<file path="config.mk">
export PLATFORM = sky130hd
export DESIGN_NAME = regfile
export DESIGN_NICKNAME = d
export VERILOG_FILES = /design/src/source/cpu_pkg.sv /design/src/source/regfile.sv
export SDC_FILE = /design/constraint.sdc
export NUM_CORES = 1
export LEC_CHECK = 0
export BUFFER_PORTS_ARGS = -buffer_cell sky130_fd_sc_hd__buf_2
export CORE_ASPECT_RATIO = 1.25
export CORE_MARGIN = 4
export CORE_UTILIZATION = 50
export CTS_BUF_LIST = sky130_fd_sc_hd__clkbuf_4
export DETAILED_ROUTE_END_ITERATION = 6
export GPL_ROUTABILITY_DRIVEN = 1
export PLACE_DENSITY = 0.64
export REMOVE_ABC_BUFFERS = 1
export SLEW_MARGIN = 30
export SYNTH_ARGS = -nofsm -noshare
export SYNTH_HDL_FRONTEND = slang
export SYNTH_SLANG_ARGS = --single-unit
</file>
<file path="constraint.sdc">
create_clock -name clk -period 5.7 [get_ports clk]
set_clock_uncertainty 0.05 [all_clocks]
set_input_delay 0.855 -clock clk [delete_from_list [all_inputs] [get_ports clk]]
set_output_delay 0.855 -clock clk [all_outputs]
set_load 0.05 [all_outputs]
</file>
<file path="src/source/cpu_pkg.sv">
`default_nettype none

package cpu_pkg;

	// word and memory sizes
	localparam int data_w    = 16;
	localparam int mem_aw    = 8;    // cpu addresses above this are dropped
	localparam int mem_depth = 256;
	localparam int reg_count = 16;
	localparam int reg_aw    = 4;    // register index width

	// port a address select
	localparam logic sel_instr = 1'b0; // pc drives the address
	localparam logic sel_data  = 1'b1; // rsrc register drives the address

	// opcodes, op_jcond must stay at 15
	typedef enum logic [3:0] {
		op_add,
		op_addi,
		op_sub,
		op_subi,
		op_and,
		op_or,
		op_xor,
		op_mov,
		op_movi,
		op_lsh,
		op_cmp,
		op_cmpi,
		op_load,
		op_stor,
		op_bcond,
		op_jcond
	} op_t;

	// branch conditions, carried in the rdest field
	typedef enum logic [3:0] {
		eq, ne, cs, cc, hi, ls, gt, le, uc, nv
	} cond_t;

	// instruction word
	typedef struct packed {
		op_t              op;
		logic [reg_aw-1:0] rdest; // condition for bcond and jcond
		logic [7:0]       imm8;  // low nibble is rsrc in register forms
	} instr_t;

	typedef struct packed {
		logic c; // carry, or no borrow
		logic l; // unsigned less
		logic f; // signed overflow
		logic z; // zero
		logic n; // signed less
	} flags_t;

	typedef enum logic [2:0] {
		s_fetch,
		s_decode,
		s_exec,
		s_mem,
		s_load_wb,
		s_halt
	} state_t;

	typedef enum logic [1:0] {
		pc_inc,  // pc + 1
		pc_disp, // pc + disp + 1
		pc_jump  // register target
	} pc_mode_t;

	// one-cycle control levels from the FSM
	typedef struct packed {
		logic     pc_en;
		pc_mode_t pc_mode;
		logic     reg_we;
		logic     wb_from_mem; // regfile writes mem_q instead of alu result
		logic     use_imm;     // alu b operand from imm
		logic     flags_we;
		logic     mem_sel;     // sel_instr or sel_data
		logic     mem_we;
	} ctrl_t;

endpackage

`default_nettype wire
</file>
<file path="src/source/regfile.sv">
`default_nettype none

module regfile import cpu_pkg::*; (
	input  wire logic              clk,
	input  wire logic              reset,
	input  wire ctrl_t             ctrl,
	input  wire logic [reg_aw-1:0] raddr_a,    // rdest, also the write index
	input  wire logic [reg_aw-1:0] raddr_b,    // rsrc
	input  wire logic [data_w-1:0] alu_result,
	input  wire logic [data_w-1:0] mem_q,
	output logic [data_w-1:0]      rdata_a,
	output logic [data_w-1:0]      rdata_b
);

	logic [data_w-1:0] regs [reg_count];
	logic [data_w-1:0] wdata;

	assign wdata = ctrl.wb_from_mem ? mem_q : alu_result; // load or alu

	always_ff @(posedge clk or negedge reset) begin
		if (!reset) begin
			for (int i = 0; i < reg_count; i++)
				regs[i] <= '0;
		end else if (ctrl.reg_we) begin
			regs[raddr_a] <= wdata;
		end
	end

	// async reads
	assign rdata_a = regs[raddr_a];
	assign rdata_b = regs[raddr_b];

	// load writeback must see a defined word from the ram
	a_load_data_known: assert property (@(posedge clk) disable iff (!reset)
		ctrl.reg_we && ctrl.wb_from_mem |-> !$isunknown(mem_q));

endmodule

`default_nettype wire

</file>
[Yosys cells after proc, flatten, opt, wreduce, memory -nomap -nowiden]
Index checks and enable logic that the tools add are counted.
Cells by class
  magnitude comparators: 3
  mux-type cells: 10
  bitwise gates (word level): 2
  reduce and logical (&&, ||, !) cells: 1
Operator list (number)
  $bwmux 256: 1
  $bmux 16 s4: 2
  $mux 16: 6
  $demux 16 s4: 1
  $ge 5x5->1 const B: 2
  $not 4->5: 2
  $lt 5x1->1 const B: 1
  $logic_and 1x1->1: 1
Storage, ports and cells
  flip-flop bits (word level): 256
  bits of input ports: 51
  output and inout port bits: 32
  logic and storage cells: 32

[Depth between registers and ports, before layout]
Gate-level depths: netlist (run 1).
  word-level depth: 6
  gate-level depth with buffers: 6
  gate-level depth less buffers: 3

[Worst setup path after synthesis (run 1)]
Ideal clock, no wire load.
  path type: input-to-output
  from: input raddr_a[0]
  to: output rdata_a[10]
  arrival: 2.499 ns
  data required time: 4.795 ns
  setup slack: 2.296 ns
  stages: 6
  buffers on the path: 3
  path through: buf_2 -> buf_2 -> buf_2 -> mux4_2 -> a22oi_1 -> nand2_1
Between the ends
  word-level cells in the longest chain between the ends: 4
RTL lines
  start: declaration: line regfile.sv:7  | input wire logic [reg_aw-1:0] raddr_a,
  $not 4->5 (implied by the code): line regfile.sv:30  | assign rdata_a = regs[raddr_a];
  $bmux 16 s4: line regfile.sv:30
  $mux 16 (implied by the code) (2 in series): line regfile.sv:30
  end: declaration: line regfile.sv:11  | output logic [data_w-1:0] rdata_a,
No other way between the ends. The select of a mux whose other input is x is not followed.

[Worst setup path after layout (run 1)]
  from: input raddr_b[0]
  to: output rdata_b[1]
Between the ends
  word-level cells in the longest chain between the ends: 4
RTL lines
  start: declaration: line regfile.sv:8  | input wire logic [reg_aw-1:0] raddr_b,
  $not 4->5 (implied by the code): line regfile.sv:31  | assign rdata_b = regs[raddr_b];
  $bmux 16 s4: line regfile.sv:31
  $mux 16 (implied by the code) (2 in series): line regfile.sv:31
  end: declaration: line regfile.sv:12  | output logic [data_w-1:0] rdata_b
No other way between the ends. The select of a mux whose other input is x is not followed.

==> results of run 1 <==
[power breakdown]
part           total (uW)  switching (uW)  leakage (uW)  internal [uW]
combinational        1590             722       0.00287            871
clock                1670             776      0.000532            894
sequential           2620             340       0.00314           2280
[metrics by stage]
step / instances / utilization (%) / setup slack, ns / total power (uW)
floorplan: 785 / - / 2.80 / 3740
global placement: 1235 / 53.4 / 1.56 / 4100
detailed placement: 1236 / 53.5 / 1.72 / 4240
CTS: 1359 / 56.8 / 1.70 / 5920
global route: 1362 / 57.0 / 1.58 / 6200
finish: 1362 / 57.0 / 1.76 / 5880
[placed cells by master (no fill, tap or decap)]
master | Yosys | routed
mux4_2 | 128 | 128
mux2_2 | 261 | 261
nand2b_4 | 1 | 1
nand2b_1 | 2 | 2
nor2_2 | 4 | 6
mux2_1 | 1 | 1
or3_1 | 2 | 2
a22oi_1 | 64 | 64
buf_12 | 0 | 1
nor2b_2 | 0 | 4
and2_2 | 0 | 1
nand3b_1 | 2 | 2
nor4_4 | 1 | 1
or4_1 | 1 | 1
dfrtp_1 | 256 | 256
nand3_1 | 2 | 2
buf_4 | 14 | 33
inv_2 | 0 | 4
diode_2 | 0 | 1
nand2_1 | 33 | 33
nor3_4 | 3 | 6
buf_2 | 23 | 70
and2_1 | 2 | 1
buf_8 | 0 | 1
clkinv_1 | 0 | 15
nor2_4 | 0 | 2
bufinv_16 | 0 | 2
clkinvlp_4 | 0 | 1
buf_16 | 0 | 3
nand2_2 | 1 | 1
clkinv_2 | 0 | 2
mux2_4 | 10 | 10
clkbuf_4 | 0 | 99
[per-layer routing]
layer	GRT usage, %	part of all wire (%)	up-vias
met3	4.67	5.4	87
met5	0	0	-
li1	-	-	3642
met2	46.5	54	328
met4	10.5	3.4	0
met1	32.2	38	4763
[path summary, 6_finish.rpt]
| check | to | slack (ns) | cells after the start |
|---|---|---|---|
| max | rdata_b[1] | 1.76 | 6 |
| min | regs[235] | 0.10 | 2 |
| max reg2reg | regs[216] | 4.84 | 1 |
| min in group clk | regs[85] | 0.47 | 1 |
| max in group asynchronous | regs[68] | 4.34 | 3 |
| min reg2reg | regs[85] | 0.47 | 1 |
[layout make-up]
| type | instances | share of cell area [%] |
|---|---|---|
| antenna | 1 | 0.0163 |
| tap | 345 | 2.81 |
| sequential | 256 | 41.8 |
| timing repair buffer | 108 | 4.67 |
| multi-input combinational | 529 | 44.9 |
| clock buffer | 99 | 4.84 |
| clock inverter | 24 | 0.971 |
[cell families (layout without fill, tap and decap cells)]
kind of cell           after synthesis  after routing  share of synthesized area (%)
AO/OA/AOI/OAI                       64             64                           3.52
buffers and inverters               83            231                           3.04
other                                0              1                              0
AND/OR/NAND/NOR                     65             65                           2.77
flip-flops                         256            256                           46.9
multiplexers                       400            400                           43.8
[critical path, cell delays in order]
cell,delay [ns]
buf_4,0.63
buf_4,0.40
mux4_2,0.57
a22oi_1,0.21
nand2_1,0.10
buf_2,0.22
==> results.cfg, run 1 <==
[power]
leakage_uw = 0.00654
powerDensity_nw_per_um2 = 383
ir_drop_mv = 0.245

[cts]
clk_pin_slew_worst_paths_ns = 0.06
clockBufferDepth = 3
cts_tree = done
cts.sinks = 256
cts_hold_buf = 0
cts-resized-gates = 0
clock_latency_ns = 0.68
htree_levels = 3
cts_buffers = 71
cts_setup_buffers = 0
cts_root_buf = clkbuf_4

[synth]
postSynthRegisterBits = 256
synth_most_common_cell = mux2_2
syn_inst = 868
synthFlopType = dfrtp_1
async_flop_share_pct = 100
synth_edf_count = 0
syn_area_per_cell_um2 = 15.7
synth_largest_area_cell = dfrtp_1
synth_top_area_share_pct = 46.9
yosysSeqAreaShare_pct = 46.9
syn-cell-area_um2 = 13700
synth_commonest_cells = 261 x mux2_2, 256 x dfrtp_1, 128 x mux4_2
ys_top_cells_by_area = dfrtp_1 47%, mux2_2 22%, mux4_2 21%
yosysWarnings = 0
synth_cell_type_count = 26

[sta]
report.final.hold_viol_count = 0
max-slew-margin-rel_pct = 33.4
min_period_ns = 3.94
tns_ns = 0
hold_ws_ns = 0.101
worst_slew_pin_slew_ns = 0.996
max_freq_mhz = 254
grt_setup_unrepaired = no
drv_slew = 0
setup_viol = 0
post-route-period-util_pct = 69.0

[detailed_routing]
vias = 8820
drtAntennaViolNets = 0
drc = 0
drt-vias-per-instance = 6.48
dr.first_iter.drc_count = 511
wl_per_cell_um = 28.1
drt_wl_total_mm = 38.3
dr.pass1.iters = 4

[grt]
antenna_found_initial = 1
grt-ovfl-total = 0
grt_use_total_pct = 26.4
grt_pass1_vias = 9833
grt_max_degree = 140
grt_pass1_wl_mm = 59.1

[finish]
regArea_um2 = 6410
largest_reg_flops = 256
fin_nets = 1017
regMostFlops = regs
fillers = 2128
drive_gt1_share_pct = 62.7
multi_input_area_um2 = 6890
largestRegisters = regs x256
area_growth_pct = 12.3
final_cell_area_um2 = 15300

[setup_path]
cp_data_required_time_ns = 4.80
timing.rr.start = regs[216]
arrival_ns = 3.03
critPathLaunchType = input pin
crit_type = in2out
startpoint = raddr_b[0]
cp-end-kind = output pin
crit_fanout = 38

[worst_hold_path]
hp-class = in2async

[flow_run]
maxCapViolations = 0

[floorplanning]
die-area_um2 = 30100
core_um2 = 26900
io_pins = 83
die_x_um = 156
row_count = 67
fp.dieH_um = 193
start_util_pct = 50.8

[status]
run_status = completed

[placement]
placed_cell_area_um2 = 14400
place_congestion = 0.784
port_buffers = 75
dpl.hpwl_mm = 23.3
(Power assumes the default switching activity.)
==> run 2, diff against run 1 <==
Settings changed: PLACE_DENSITY 0.64 to 0.66.
Clock period 5.7 ns to 3.5 ns, I/O delays scaled along.
==> results.cfg, run 2 (synthesized netlist as in run 1, its figures left out) <==
[floorplanning]
fp.dieH_um = 193
die_x_um = 156
start_util_pct = 50.8
die-area_um2 = 30100
core_um2 = 26900
row_count = 67
io_pins = 83

[grt]
grt-ovfl-total = 0
grt_use_total_pct = 24.9
antenna_found_initial = 1
grt_pass1_wl_mm = 55.9
grt_pass1_vias = 9382
grt_max_degree = 91

[worst_hold_path]
whs_path_depth = 3
whs_endpoint = regs[216]
hp-class = in2reg
min_from = mem_q[8]

[finish]
area_growth_pct = 13.4
final_common_cell = mux2_2
largestRegisters = regs x256
layout_common_cells = 261 x mux2_2, 256 x dfrtp_1, 128 x mux4_2
drive_gt1_share_pct = 63.1
largest_reg_flops = 256
fillers = 2163
fin_nets = 1034
regMostFlops = regs

[sta]
setup_viol = 0
max-slew-margin-rel_pct = 51.7
report.final.hold_viol_count = 0
grt_setup_unrepaired = no
hold_ws_ns = 0.410
worst_slew_pin_slew_ns = 0.725
tns_ns = 0
max_freq_mhz = 344
drv_slew = 0
min_period_ns = 2.90
post-route-period-util_pct = 83.0

[detailed_routing]
drc = 0
drtAntennaViolNets = 0
dr.pass1.iters = 5
wl_per_cell_um = 26.2
drt-vias-per-instance = 6.32
vias = 8641
dr.first_iter.drc_count = 563
drt_wl_total_mm = 35.8

[power]
p_int_uw = 6410
p_sw_uw = 2850
pwr-share-comb_pct = 27.7
ir_drop_mv = 0.284
leakage_uw = 0.00662
switching_share_pct = 30.8
seq_power_share_pct = 45.7
power.share.clock_pct = 26.6
powerDensity_nw_per_um2 = 598

[setup_path]
crit_fanout = 23
critPathLaunchType = input pin
crit_type = in2out
crit_chain = buf_4 -> buf_12 -> mux4_2 -> a22oi_1 -> nand2_1 -> buf_2
rrSetupSlack_ns = 2.66
cp-end-kind = output pin
rr_worst_depth = 1
timing.rr.start = regs[216]
crit_slowest_cell = mux4_2
worstReg2RegEnd = regs[216]
critPathBufInv = 3
arrival_ns = 2.33
cp_data_required_time_ns = 2.92
critPathTopFamily = buffers and inverters
cpPeakStageDelay_ns = 0.55

[cts]
clockBufferDepth = 3
cts_setup_buffers = 0
clk_pin_slew_worst_paths_ns = 0.07
cts_hold_buf = 1
cts.sinks = 256
cts_tree = done
cts_buffers = 68
cts-resized-gates = 0
htree_levels = 3
clock_latency_ns = 0.67
cts_root_buf = clkbuf_4

[status]
run_status = completed

[placement]
dpl.hpwl_mm = 22.4
place_congestion = 0.800
port_buffers = 75

[flow_run]
maxCapViolations = 0
## run 2: cell count changes in the layout (fill, tap and decap cells not counted), moves of 3 or more
cell	delta
buf_16	-3
buf_12	+15
clkbuf_4	-8
clkinv_1	-4
buf_4	+6
## run 2: worst max path at each step
stage | slack, ns | depth (start not counted) | to | from
floorplan | 1.26 | 3 | rdata_a[0] | raddr_a[2]
global placement | 0.58 | 6 | rdata_a[5] | raddr_a[0]
detailed placement | 0.58 | 6 | rdata_a[5] | raddr_a[0]
CTS | 0.58 | 6 | rdata_a[5] | raddr_a[0]
global route | 0.45 | 6 | rdata_a[5] | raddr_a[0]
finish | 0.60 | 6 | rdata_a[10] | raddr_a[0]
## run 2: final cells by class
cell class,instances,area (um2),area share [%]
multi-input combinational,529,6880,44.4
timing repair buffer,128,993,6.41
sequential,256,6410,41.4
clock buffer,91,683,4.41
antenna,2,5.00,0.0323
clock inverter,17,91.3,0.590
tap,345,432,2.79
## run 2: metal layers
metal | share of wire (%) | GRT usage [%] | wire (um)
met5 | 0 | 0 | 0
met4 | 2.2 | 7.71 | 789
met3 | 6.4 | 5.63 | 2290
met2 | 50 | 41.0 | 17800
met1 | 42 | 33.3 | 14900
## run 2: metrics by stage
| step | setup slack [ns] | util, % | power [uW] | cell area, um2 | cells |
|---|---|---|---|---|---|
| after CTS | 0.583 | 57.6 | 9360 | 15500 | 1366 |
| final | 0.595 | 57.6 | 9260 | 15500 | 1368 |
| after floorplan | 1.26 | - | 6090 | 13200 | 785 |
| after global placement | 0.577 | 54.6 | 6760 | 14700 | 1257 |
| after detailed placement | 0.582 | 54.6 | 6860 | 14700 | 1257 |
| after global routing | 0.454 | 57.6 | 9810 | 15500 | 1368 |
## run 2: power by group through the flow
stage	clock (uW)	combinational, uW	sequential, uW
floorplan	0	1990	4090
global placement	0	2540	4220
detailed placement	0	2580	4270
CTS	2550	2590	4220
global route	2720	2750	4340
finish	2460	2570	4230
