`src/source/cpu_pkg.sv`:
```
`default_nettype none

package cpu_pkg;

	// word and memory sizes
	localparam int data_w    = 16;
	localparam int mem_aw    = 8;    // cpu addresses above this are dropped
	localparam int mem_depth = 256;
	localparam int reg_count = 16;
	localparam int reg_aw    = 4;    // register index width

	// port a address select
	localparam logic sel_instr = 1'b0; // pc drives the address
	localparam logic sel_data  = 1'b1; // rsrc register drives the address

	// opcodes, op_jcond must stay at 15
	typedef enum logic [3:0] {
		op_add,
		op_addi,
		op_sub,
		op_subi,
		op_and,
		op_or,
		op_xor,
		op_mov,
		op_movi,
		op_lsh,
		op_cmp,
		op_cmpi,
		op_load,
		op_stor,
		op_bcond,
		op_jcond
	} op_t;

	// branch conditions, carried in the rdest field
	typedef enum logic [3:0] {
		eq, ne, cs, cc, hi, ls, gt, le, uc, nv
	} cond_t;

	// instruction word
	typedef struct packed {
		op_t              op;
		logic [reg_aw-1:0] rdest; // condition for bcond and jcond
		logic [7:0]       imm8;  // low nibble is rsrc in register forms
	} instr_t;

	typedef struct packed {
		logic c; // carry, or no borrow
		logic l; // unsigned less
		logic f; // signed overflow
		logic z; // zero
		logic n; // signed less
	} flags_t;

	typedef enum logic [2:0] {
		s_fetch,
		s_decode,
		s_exec,
		s_mem,
		s_load_wb,
		s_halt
	} state_t;

	typedef enum logic [1:0] {
		pc_inc,  // pc + 1
		pc_disp, // pc + disp + 1
		pc_jump  // register target
	} pc_mode_t;

	// one-cycle control levels from the FSM
	typedef struct packed {
		logic     pc_en;
		pc_mode_t pc_mode;
		logic     reg_we;
		logic     wb_from_mem; // regfile writes mem_q instead of alu result
		logic     use_imm;     // alu b operand from imm
		logic     flags_we;
		logic     mem_sel;     // sel_instr or sel_data
		logic     mem_we;
	} ctrl_t;

endpackage

`default_nettype wire
```
`src/source/program_counter.sv`:
```
`default_nettype none

module program_counter import cpu_pkg::*; (
	input  wire logic              clk,
	input  wire logic              reset,
	input  wire ctrl_t             ctrl,
	input  wire logic [data_w-1:0] disp,     // already sign extended
	input  wire logic [data_w-1:0] tgt_addr, // jump register
	output logic [data_w-1:0]      pc
);

	logic [data_w-1:0] pc_nxt;

	always_comb begin
		case (ctrl.pc_mode)
			pc_disp: pc_nxt = pc + disp + data_w'(1); // relative to the next word
			pc_jump: pc_nxt = tgt_addr;
			default: pc_nxt = pc + data_w'(1);
		endcase
	end

	always_ff @(posedge clk or negedge reset) begin
		if (!reset)
			pc <= '0;
		else if (ctrl.pc_en)
			pc <= pc_nxt;
	end

endmodule

`default_nettype wire

```
`config.mk`:
```
export PLATFORM = sky130hd
export DESIGN_NAME = program_counter
export DESIGN_NICKNAME = d
export VERILOG_FILES = /design/src/source/cpu_pkg.sv /design/src/source/program_counter.sv
export SDC_FILE = /design/constraint.sdc
export NUM_CORES = 1
export LEC_CHECK = 0
export ABC_AREA = 1
export ABC_CLOCK_PERIOD_IN_PS = 2550
export BUFFER_PORTS_ARGS = -buffer_cell sky130_fd_sc_hd__buf_2
export CORE_MARGIN = 2
export CORE_UTILIZATION = 53
export CTS_BUF_LIST = sky130_fd_sc_hd__clkbuf_4 sky130_fd_sc_hd__clkbuf_8 sky130_fd_sc_hd__clkbuf_16
export DETAILED_ROUTE_END_ITERATION = 6
export PLACE_DENSITY = 0.81
export RECOVER_POWER = 100
export SLEW_MARGIN = 20
export SYNTH_ARGS = -nofsm -noshare
export SYNTH_HDL_FRONTEND = slang
export SYNTH_SLANG_ARGS = --single-unit
```
`constraint.sdc`:
```
create_clock -name clk -period 2.55 [get_ports clk]
set_input_delay 0.255 -clock clk [delete_from_list [all_inputs] [get_ports clk]]
set_output_delay 0.255 -clock clk [all_outputs]
set_load 0.02 [all_outputs]
```
After elaboration in Yosys (flattened, before gate mapping)
Index checks and enable logic that the tools add are counted.
{"block": "totals", "regBits": 16, "latch_bits": 0, "ram_bits": 0, "rom_bits": 0, "input_bits": 43, "word_cells": 7, "mem_count": 0}
{"block": "classes", "add_sub_neg": 3, "mul": 0, "div_mod_pow": 0, "n_lt_le_gt_ge": 0, "eq_ne": 2, "shifts": 0, "n_mux": 1, "bitwise_logic": 0, "reduce_logical": 0}
{"operator": "16-bit by 1-bit adder with 16-bit output, second input constant", "count": 2}
{"operator": "16-bit case mux with 2 select lines", "count": 1}
{"operator": "16-bit adder", "count": 1}
{"operator": "2-bit by 1-bit equality test with 1-bit output, second input constant", "count": 1}
{"operator": "2-bit equality test, second input constant", "count": 1}

Logic depth before layout (Yosys ltp)
Gate-level depths: netlist of run 1.
{"block": "logic_depth", "ltp_word": 3, "ltp_mapped": 17, "depth_no_buf": 17}

Worst setup path after synthesis of run 1
OpenSTA, ideal clock, no wires.
{"block": "synth_path", "path_kind": "flip-flop to flip-flop", "startpoint": "register pc[0]", "endpoint": "register pc[12]", "arrival_time_ns": 1.900, "t_required_ns": 2.433, "slack_ns": 0.534, "path_stages_with_launch": 17, "path_buffers": 0, "synth_period_minus_slack_ns": 2.016, "path_cell_list": "dfrtp_1 > inv_1 > ha_1 > inv_1 > fa_1 > nand2_1 > nand2_1 > nand3b_1 > nand2_1 > nand2_1 > nand2_1 > nand2_1 > nand3_1 > nand3_1 > nand2_1 > nand2_1 > nand2_1"}
{"block": "synth_between", "elab_chain_len": 3, "elab_cells_between_ends": 4, "cone_classes": "add/sub: 3; mux: 1"}
{"item": "from (decl)", "line_no": "program_counter.sv:9", "text": "output logic [data_w-1:0] pc"}
{"item": "from (signal assigned)", "line_no": "program_counter.sv:26", "text": "pc <= pc_nxt;"}
{"item": "16-bit adder", "line_no": "program_counter.sv:16", "text": "pc_disp: pc_nxt = pc + disp + data_w'(1);"}
{"item": "16-bit by 1-bit adder with 16-bit output", "line_no": "program_counter.sv:16"}
{"item": "16-bit case mux with 2 select lines *", "line_no": "program_counter.sv:15", "text": "case (ctrl.pc_mode)"}
Every way passes the cells marked *; elsewhere a longest branch is shown, timed or not.
A chain may end at the register's enable or synchronous reset.

Final worst setup path of run 1
{"block": "layout_path", "startpoint": "register pc[0]", "endpoint": "register pc[8]"}
The elaborated chain is that of the path after synthesis.

==> impl_metrics.tcl, run 1 <==
set metrics [dict create \
    h-tree-depth 1 \
    synth_top_area_share_pct 20.7 \
    grt_usage_pct 27.0 \
    n_antenna_cell 0 \
    crit_family "simple AND/OR/NAND/NOR gates" \
    chipWidth_um 66.5 \
    clk_pin_slew_worst_paths_ns 0.06 \
    synth_cells 337 \
    fp.dieArea_mm2 0.00442 \
    layout_commonest_cell "nand2_1" \
    routabilityCongestion 0.988 \
    timing.critical_path.cells "inv_1 -> ha_1 -> inv_1 -> fa_1 -> nand2_1 -> nand2_1 -> nand3b_1 -> nand2_1 -> nand2_1 -> nand2_1 -> nand2_1 -> nand2_1 -> o21ai_1 -> nand2_1 -> a21oi_1" \
    rsz0062_at_grt "no" \
    start_util_pct 55.7 \
    firstDrtPassIters 4 \
    grt_overflow 0 \
    worst_pin_slew_ns 0.861 \
    final_cell_mix "nand2_1, inv_1, a21oi_1" \
    yosys_warnings 0 \
    synth_nets 400 \
    hold_slack_ns 0.325 \
    post-route-period-util_pct 87.0 \
    regMostFlops "pc" \
    areaGrowthSynthToFinish_pct 16.0 \
    setup_viol 0 \
    antenna_found_initial 0 \
    syn_area_mm2 0.00207 \
    largest_register_ffs 16 \
    yosysTopAreaCell "nand2_1" \
    cts_resized 0 \
    routedWlPerCell_um 12.5 \
    final-seq-area_um2 400 \
    ys_ff_latch 16 \
    ant_nets 0 \
    r2r_setup_slack_ns 0.33 \
    cts.sinks 16 \
    fmax_ghz 0.451 \
    drive_gt1_share_pct 13.4 \
    end_kind "flip-flop" \
    root_buffer "clkbuf_8" \
    max-vdd-ir-drop_mv 0.472 \
    ff2ff_path_depth 15 \
    outcome "finished, final reports clean" \
    cts_buffers 3 \
    r2r-start "pc[0]$_DFFE_PN0P_" \
    path_depth 15 \
    ys_seq_area_share_pct 19.3 \
    dp_slack_ns 0.386 \
    path_common_cell "nand2_1" \
    crit_type "reg -> reg" \
    grt_pass1_vias 2040 \
    row_count 22 \
    port_buffers 52 \
    cap_violations 0 \
    grt_pass1_wl_mm 9.20 \
    finalNetCount 452 \
    drt_iter0_drc 162 \
    drt_wl_total_mm 5.44 \
    cp-start-kind "flip-flop" \
    finalSetupTns_ns 0 \
    synthTopCellsByArea "nand2_1, dfrtp_1, ha_1" \
    cp_data_arrival_time_ns 2.39 \
    pin_count 59 \
    postLayoutSetupSlackWorst_ns 0.333 \
    hold_viol_final 0 \
    drv_slew 0 \
    hold_path_class "in -> reg" \
    fillers 377 \
    synth-edff-count 0 \
    powerDensity_mw_per_mm2 556 \
    syn_area_per_cell_um2 6.14 \
    r2r-end "pc[8]$_DFFE_PN0P_" \
    core_mm2 0.00372 \
    cts_tree "done" \
    remaining_drc_errors 0 \
    die_y_um 66.5 \
    skew_ns 0.00165 \
    grt_max_degree 19 \
    worstSkewPairLatency_ns 0.25 \
    postCtsSetupBuffers 0 \
    async_reset_ff_share_pct 100 \
    max-slew-margin-rel_pct 42.6 \
    vias 2305 \
    synth_top_flop_cell "dfrtp_1" \
    vias_per_cell 5.30 \
    p_leak_nw 1.27 \
    ys_types 33 \
    critPathCapture "pc[8]$_DFFE_PN0P_" \
    critPathSlowestCell "dfrtp_1" \
    clockBufferDepth 2 \
    multi_input_area_mm2 0.00147 \
    min_period_ns 2.22 \
    worst_ep_required_time_ns 2.73 \
    dp_hpwl_mm 4.40 \
    crit_start "pc[0]$_DFFE_PN0P_" \
    top_regs "pc x16" \
    crit_fanout 5 \
    slowest_delay_ns 0.43 \
    crit_buf_inv 2 \
]
-- per-stage QoR --
step | util [%] | total power, mW | instance area (um^2) | std cells
global route | 64.6 | 1.47 | 2400 | 435
global placement | 63.8 | 1.14 | 2370 | 431
detailed placement | 63.8 | 1.16 | 2370 | 431
floorplan | - | 0.938 | 2070 | 337
CTS | 65.2 | 1.35 | 2420 | 435
finish | 64.6 | 1.33 | 2400 | 435
-- layer usage --
metal	GRT usage (%)	vias to the layer above	share of wire, %
met5	0	-	0
met4	7.14	0	1.1
met3	1.18	7	7.8
met2	43.9	88	46
met1	39.2	1013	45
li1	-	1197	-
-- cell usage after synthesis (2+ instances only) --
| cell | number |
|---|---|
| inv_1 | 36 |
| o21ai_1 | 5 |
| xor2_1 | 9 |
| dfrtp_1 | 16 |
| nand2_1 | 114 |
| nor3_1 | 4 |
| nor3_4 | 2 |
| nand3_2 | 3 |
| nor2_1 | 22 |
| clkinv_1 | 2 |
| xnor2_1 | 4 |
| nand3_1 | 19 |
| and2_1 | 2 |
| o21ai_0 | 15 |
| ha_1 | 19 |
| inv_2 | 3 |
| buf_2 | 3 |
| nand2_2 | 2 |
| nand4_1 | 2 |
| clkbuf_1 | 5 |
| o21bai_1 | 3 |
| nand3b_1 | 2 |
| a21oi_1 | 35 |
-- worst reg2reg max path: stages (launching register included) --
cell and delay (ns):
dfrtp_1 0.43, inv_1 0.13, ha_1 0.16, inv_1 0.05
fa_1 0.39, nand2_1 0.10, nand2_1 0.07, nand3b_1 0.08
nand2_1 0.12, nand2_1 0.09, nand2_1 0.08, nand2_1 0.06
nand2_1 0.05, o21ai_1 0.15, nand2_1 0.07, a21oi_1 0.13
-- report_power, final --
part           switching, mW  total (mW)  leakage, nW  internal, mW
Sequential            0.0885       0.390        0.195         0.301
Combinational          0.486       0.758         1.06         0.272
Clock                 0.0819       0.187       0.0216         0.105
Total                  0.657        1.33         1.27         0.678
-- logic make-up after synthesis --
logic type	count (synthesis)	share of synthesized area, %
compound gates	63	16.3
xor+xnor	13	5.50
fa+ha+maj	20	12.5
buf+inv	50	9.43
flops	16	19.3
simple gates	175	36.9
-- worst min-delay path by stage --
| stage | endpoint | cells past startpoint | from |
|---|---|---|---|
| 3_5_place_dp | pc[1]$_DFFE_PN0P_ | 1 | reset |
| 5_1_grt | pc[13]$_DFFE_PN0P_ | 5 | tgt_addr[13] |
| 6_report | pc[12]$_DFFE_PN0P_ | 5 | tgt_addr[12] |
| 3_3_place_gp | pc[0]$_DFFE_PN0P_ | 1 | reset |
| 2_1_floorplan | pc[0]$_DFFE_PN0P_ | 0 | reset |
| 4_1_cts | pc[12]$_DFFE_PN0P_ | 5 | tgt_addr[12] |
-- cell type report --
cell class                 count  area share, %
sequential                    16           16.7
clock buffer                   3           1.72
tap                           48           2.50
timing repair buffer          56           11.3
inverter                      41           6.41
multi-input combinational    271           61.4
-- timing repair --
| item | CTS | global route |
|---|---|---|
| endpoints found under the hold margin | 16 | 0 |
| hold buffers | 1 | 0 |
| setup endpoints to repair | 0 | 0 |
No activity file was read; power rests on OpenSTA's default activity.
==> run 2: changes to the inputs <==
- CORE_MARGIN: 2 -> 4
==> impl_metrics.tcl, run 2 (same netlist as run 1, synthesis figures left out) <==
set metrics [dict create \
    fillers 372 \
    pin_count 59 \
    h-tree-depth 1 \
    cp-start-kind "flip-flop" \
    final-seq-area_um2 400 \
    drt_iter0_drc 163 \
    rsz0062_at_grt "no" \
    chipWidth_um 70.5 \
    cts_tree "done" \
    p_leak_nw 1.28 \
    core_mm2 0.00372 \
    n_antenna_cell 0 \
    hold_buffers 1 \
    cts_resized 0 \
    antenna_found_initial 0 \
    ant_nets 0 \
    worst_ep_required_time_ns 2.73 \
    dp_hpwl_mm 4.55 \
    cts_buffers 3 \
    regMostFlops "pc" \
    ff2ff_path_depth 15 \
    row_count 22 \
    port_buffers 52 \
    min_period_ns 2.24 \
    p_comb_share_pct 55.1 \
    timing.critical_path.cells "inv_1 -> ha_1 -> inv_1 -> fa_1 -> nand2_1 -> nand2_1 -> nand3b_1 -> nand2_1 -> nand2_1 -> nand2_1 -> nand2_1 -> nand2_1 -> o21ai_1 -> nand2_1 -> a21oi_1" \
    skew_ns 0.00119 \
    areaGrowthSynthToFinish_pct 16.3 \
    routabilityCongestion 0.928 \
    grt_usage_pct 23.2 \
    pwr-share-seq_pct 28.2 \
    r2r_setup_slack_ns 0.31 \
    r2r-end "pc[8]$_DFFE_PN0P_" \
    netSwitchingPower_mw 0.674 \
    final_cell_mix "nand2_1, inv_1, a21oi_1" \
    clockBufferDepth 2 \
    layout_commonest_cell "nand2_1" \
    crit_start "pc[0]$_DFFE_PN0P_" \
    worstSkewPairLatency_ns 0.25 \
    multi_input_area_mm2 0.00147 \
    critPathCapture "pc[8]$_DFFE_PN0P_" \
    setup_viol 0 \
    worst_pin_slew_ns 0.859 \
    max-vdd-ir-drop_mv 0.405 \
    drt_wl_total_mm 5.70 \
    critPathSlowestCell "dfrtp_1" \
    drv_slew 0 \
    hold_slack_ns 0.306 \
    outcome "finished, final reports clean" \
    pwr-share-clk_pct 16.7 \
    cap_violations 0 \
    powerDensity_mw_per_mm2 575 \
    fmax_ghz 0.446 \
    grt_pass1_vias 2164 \
    start_util_pct 55.7 \
    crit_type "reg -> reg" \
    largest_register_ffs 16 \
    cts.sinks 16 \
    internal_power_mw 0.710 \
    hold_start "tgt_addr[12]" \
    firstDrtPassIters 4 \
    grt_overflow 0 \
    die_y_um 70.5 \
    slowest_delay_ns 0.43 \
    r2r-start "pc[0]$_DFFE_PN0P_" \
    vias_per_cell 5.31 \
    hold_viol_final 0 \
    top_regs "pc x16" \
    clk_pin_slew_worst_paths_ns 0.07 \
    grt_max_degree 19 \
    path_common_cell "nand2_1" \
    vias 2311 \
    finalSetupTns_ns 0 \
    hold_path_class "in -> reg" \
    crit_fanout 5 \
    remaining_drc_errors 0 \
    max-slew-margin-rel_pct 42.8 \
    routedWlPerCell_um 13.1 \
    root_buffer "clkbuf_8" \
    switching_share_pct 48.7 \
    cp_data_arrival_time_ns 2.43 \
    grt_pass1_wl_mm 9.51 \
    drive_gt1_share_pct 13.4 \
    end_kind "flip-flop" \
    finalNetCount 451 \
    fp.dieArea_mm2 0.00497 \
    post-route-period-util_pct 87.9 \
    postCtsSetupBuffers 0 \
]
-- run 2: area by class of cell --
type,count,area share (%)
multi-input combinational,271,61.3
sequential,16,16.6
timing repair buffer,55,10.9
inverter,41,6.40
tap,48,2.50
clock buffer,4,2.29
-- run 2: how the worst min path moves through the flow --
stage	depth (start not counted)	end	slack [ns]
6_report	5	pc[12]$_DFFE_PN0P_	0.31
3_5_place_dp	1	pc[1]$_DFFE_PN0P_	0.19
5_1_grt	3	pc[1]$_DFFE_PN0P_	0.34
3_3_place_gp	1	pc[1]$_DFFE_PN0P_	0.19
2_1_floorplan	0	pc[0]$_DFFE_PN0P_	-0.04
4_1_cts	3	pc[1]$_DFFE_PN0P_	0.30
-- run 2: per-stage QoR --
| stage | std cells | power [mW] | worst slack [ns] | cell area (um^2) | utilization, % |
|---|---|---|---|---|---|
| finish | 435 | 1.38 | 0.307 | 2410 | 64.7 |
| CTS | 435 | 1.39 | 0.329 | 2430 | 65.4 |
| detailed placement | 430 | 1.16 | 0.351 | 2360 | 63.6 |
| global route | 435 | 1.51 | 0.0864 | 2410 | 64.7 |
| floorplan | 337 | 0.938 | 0.534 | 2070 | - |
| global placement | 430 | 1.14 | 0.404 | 2360 | 63.6 |
-- run 2: power groups by stage --
stage / Sequential, mW / Combinational (mW) / Clock (mW)
floorplan: 0.431 / 0.507 / 0
global placement: 0.388 / 0.750 / 0
detailed placement: 0.391 / 0.767 / 0
CTS: 0.386 / 0.773 / 0.234
global route: 0.398 / 0.868 / 0.246
finish: 0.390 / 0.762 / 0.231
-- run 2: routing by layer --
metal / share of wire, % / wire [um] / track usage (%) / vias to the layer above
met5: 0 / 0 / 0 / -
met4: 1.9 / 107 / 6.60 / 0
met3: 7.7 / 438 / 3.02 / 12
met2: 44 / 2530 / 37.2 / 80
met1: 46 / 2620 / 32.5 / 1026
li1: - / - / - / 1193
-- run 2: critical path, delay by kind of cell, from the launching register on --
kind                     cells  cell delay, ns
buffers and inverters        2            0.18
flip-flops                   1            0.43
adder cells (fa/ha/maj)      2            0.55
AND/OR/NAND/NOR              9            0.72
AO/OA/AOI/OAI                2            0.29
==> run 3: changes to the inputs <==
- ABC_CLOCK_PERIOD_IN_PS: 2550 -> 1800
- CORE_UTILIZATION: 53 -> 48
- PLACE_DENSITY: 0.81 -> default
- PLACE_DENSITY_LB_ADDON: default -> 0.25
- clock period: 2.55 -> 1.8 ns (I/O delays scaled with it)
==> impl_metrics.tcl, run 3 (same netlist as run 1, synthesis figures left out) <==
set metrics [dict create \
    hold_depth 5 \
    remaining_drc_errors 0 \
    final_cell_area_mm2 0.00297 \
    cts_buffers 3 \
    core_mm2 0.00409 \
    grt_pass1_vias 2285 \
    areaGrowthSynthToFinish_pct 43.4 \
    path_common_cell "nand2_2" \
    die_y_um 73.7 \
    max-slew-margin-rel_pct 40.0 \
    finalNetCount 488 \
    n_antenna_cell 0 \
    drive_gt1_share_pct 34.2 \
    h-tree-depth 1 \
    hold_path_class "in -> reg" \
    clk_pin_slew_worst_paths_ns 0.07 \
    timing.critical_path.cells "inv_2 -> ha_4 -> inv_2 -> fa_2 -> nand2_2 -> nand2_2 -> nand3b_1 -> nand2_2 -> nand2_2 -> nand2_2 -> nand2_2 -> nand2_1 -> o21ai_1 -> nand2_1 -> a21oi_1" \
    cp-start-kind "flip-flop" \
    drt_wl_total_mm 6.90 \
    powerDensity_mw_per_mm2 842 \
    rsz0062_at_grt "yes" \
    vias_per_cell 5.29 \
    pin_count 59 \
    violations "setup timing" \
    ant_nets 0 \
    clockBufferDepth 2 \
    worstSkewPairLatency_ns 0.26 \
    dp_slack_ns -0.144 \
    min_period_ns 2.00 \
    drt_iter0_drc 205 \
    worst_pin_slew_ns 0.900 \
    r2r-start "pc[0]$_DFFE_PN0P_" \
    cts_tree "done" \
    post-route-period-util_pct 111 \
    crit_fanout 4 \
    r2r_setup_slack_ns -0.20 \
    finalSetupTns_ns -0.972 \
    worst_ep_required_time_ns 1.98 \
    hold_end "pc[12]$_DFFE_PN0P_" \
    chipWidth_um 73.7 \
    hold_slack_ns 0.243 \
    antenna_found_initial 0 \
    skew_ns 0.00433 \
    fp.dieArea_mm2 0.00543 \
    slowest_delay_ns 0.41 \
    port_buffers 52 \
    hold_start "tgt_addr[12]" \
    vias 2506 \
    setup_viol 8 \
    row_count 23 \
    p_leak_nw 1.47 \
    grt_overflow 0 \
    top_regs "pc x16" \
    critPathSlowestCell "dfrtp_2" \
    root_buffer "clkbuf_8" \
    fmax_ghz 0.500 \
    regMostFlops "pc" \
    utilization_pct 72.6 \
    routedWlPerCell_um 14.6 \
    largest_register_ffs 16 \
    drv_slew 0 \
    dp_hpwl_mm 5.03 \
    ff2ff_path_depth 15 \
    firstDrtPassIters 5 \
    grt_usage_pct 24.5 \
    start_util_pct 50.6 \
    r2r-end "pc[8]$_DFFE_PN0P_" \
    crit_type "reg -> reg" \
    postLayoutSetupSlackWorst_ns -0.201 \
    cap_violations 0 \
    end_kind "flip-flop" \
    max-vdd-ir-drop_mv 0.531 \
    routabilityCongestion 0.919 \
    place_area_mm2 0.00259 \
    final_cell_mix "nand2_1, buf_2, inv_1" \
    grt_pass1_wl_mm 10.4 \
    layout_commonest_cell "nand2_1" \
    cts.sinks 16 \
    outcome "finished with violations" \
    hold_viol_final 0 \
    grt_max_degree 19 \
    cp_data_arrival_time_ns 2.19 \
]
[run 3: cell types whose count changed in the layout (fill, tap and decap cells not counted), moves of 9 or more]
cell,change
nand2_1,-20
ha_4,+11
buf_4,+27
ha_1,-12
nand2_2,+17
buf_2,+9
o21ai_0,-9
[run 3: metal layers]
metal / global-route usage (%) / routed length [um] / part of all wire, % / vias to the layer above
met5: 0 / 0 / 0 / -
met4: 6.24 / 78 / 1.1 / 0
met3: 3.01 / 395 / 5.7 / 7
met2: 40.4 / 3310 / 48 / 65
met1: 33.9 / 3110 / 45 / 1163
li1: - / - / - / 1271
[run 3: report_power, final]
group | switching (mW) | total, mW | internal (mW) | leakage [nW]
Combinational | 0.954 | 1.65 | 0.701 | 1.25
Sequential | 0.0853 | 0.514 | 0.429 | 0.193
Clock | 0.135 | 0.330 | 0.195 | 0.0288
[run 3: stage by stage]
| step | power (mW) | cells |
|---|---|---|
| floorplan | 1.34 | 337 |
| global placement | 1.80 | 459 |
| detailed placement | 1.83 | 459 |
| CTS | 2.27 | 466 |
| global route | 2.69 | 474 |
| finish | 2.50 | 474 |
[run 3: worst max path at each step]
stage                       from            endpoint  cells after the start
2_1_floorplan  pc[0]$_DFFE_PN0P_  pc[12]$_DFFE_PN0P_                     16
3_3_place_gp   pc[0]$_DFFE_PN0P_  pc[12]$_DFFE_PN0P_                     16
3_5_place_dp   pc[0]$_DFFE_PN0P_   pc[8]$_DFFE_PN0P_                     15
4_1_cts        pc[0]$_DFFE_PN0P_   pc[8]$_DFFE_PN0P_                     15
5_1_grt        pc[0]$_DFFE_PN0P_   pc[8]$_DFFE_PN0P_                     15
6_report       pc[0]$_DFFE_PN0P_   pc[8]$_DFFE_PN0P_                     15
[run 3: cell type report]
type | instances | area [um^2]
inverter | 41 | 154
multi-input combinational | 271 | 1760
clock buffer | 4 | 55.1
fill | 343 | 1120
tap | 50 | 62.6
sequential | 16 | 403
timing repair buffer | 92 | 537
[run 3: worst max-delay path: cells and delay by family, from the launching register on]
kind                       cells  cell delay (ns)
DFF                            1             0.41
AOI/OAI and AO/OA              2             0.29
adders and majority gates      2             0.48
and+or+nand+nor                9             0.65
buffers and inverters          2             0.11
[run 3: what timing repair did]
action                                 4_1_cts  5_1_grt
hold buffers                                 1        0
endpoints found under the hold margin       16        0
pin swaps                                    9       19
setup endpoints to repair                   12       13
gates resized for setup                     16       47
setup buffers                                2        9
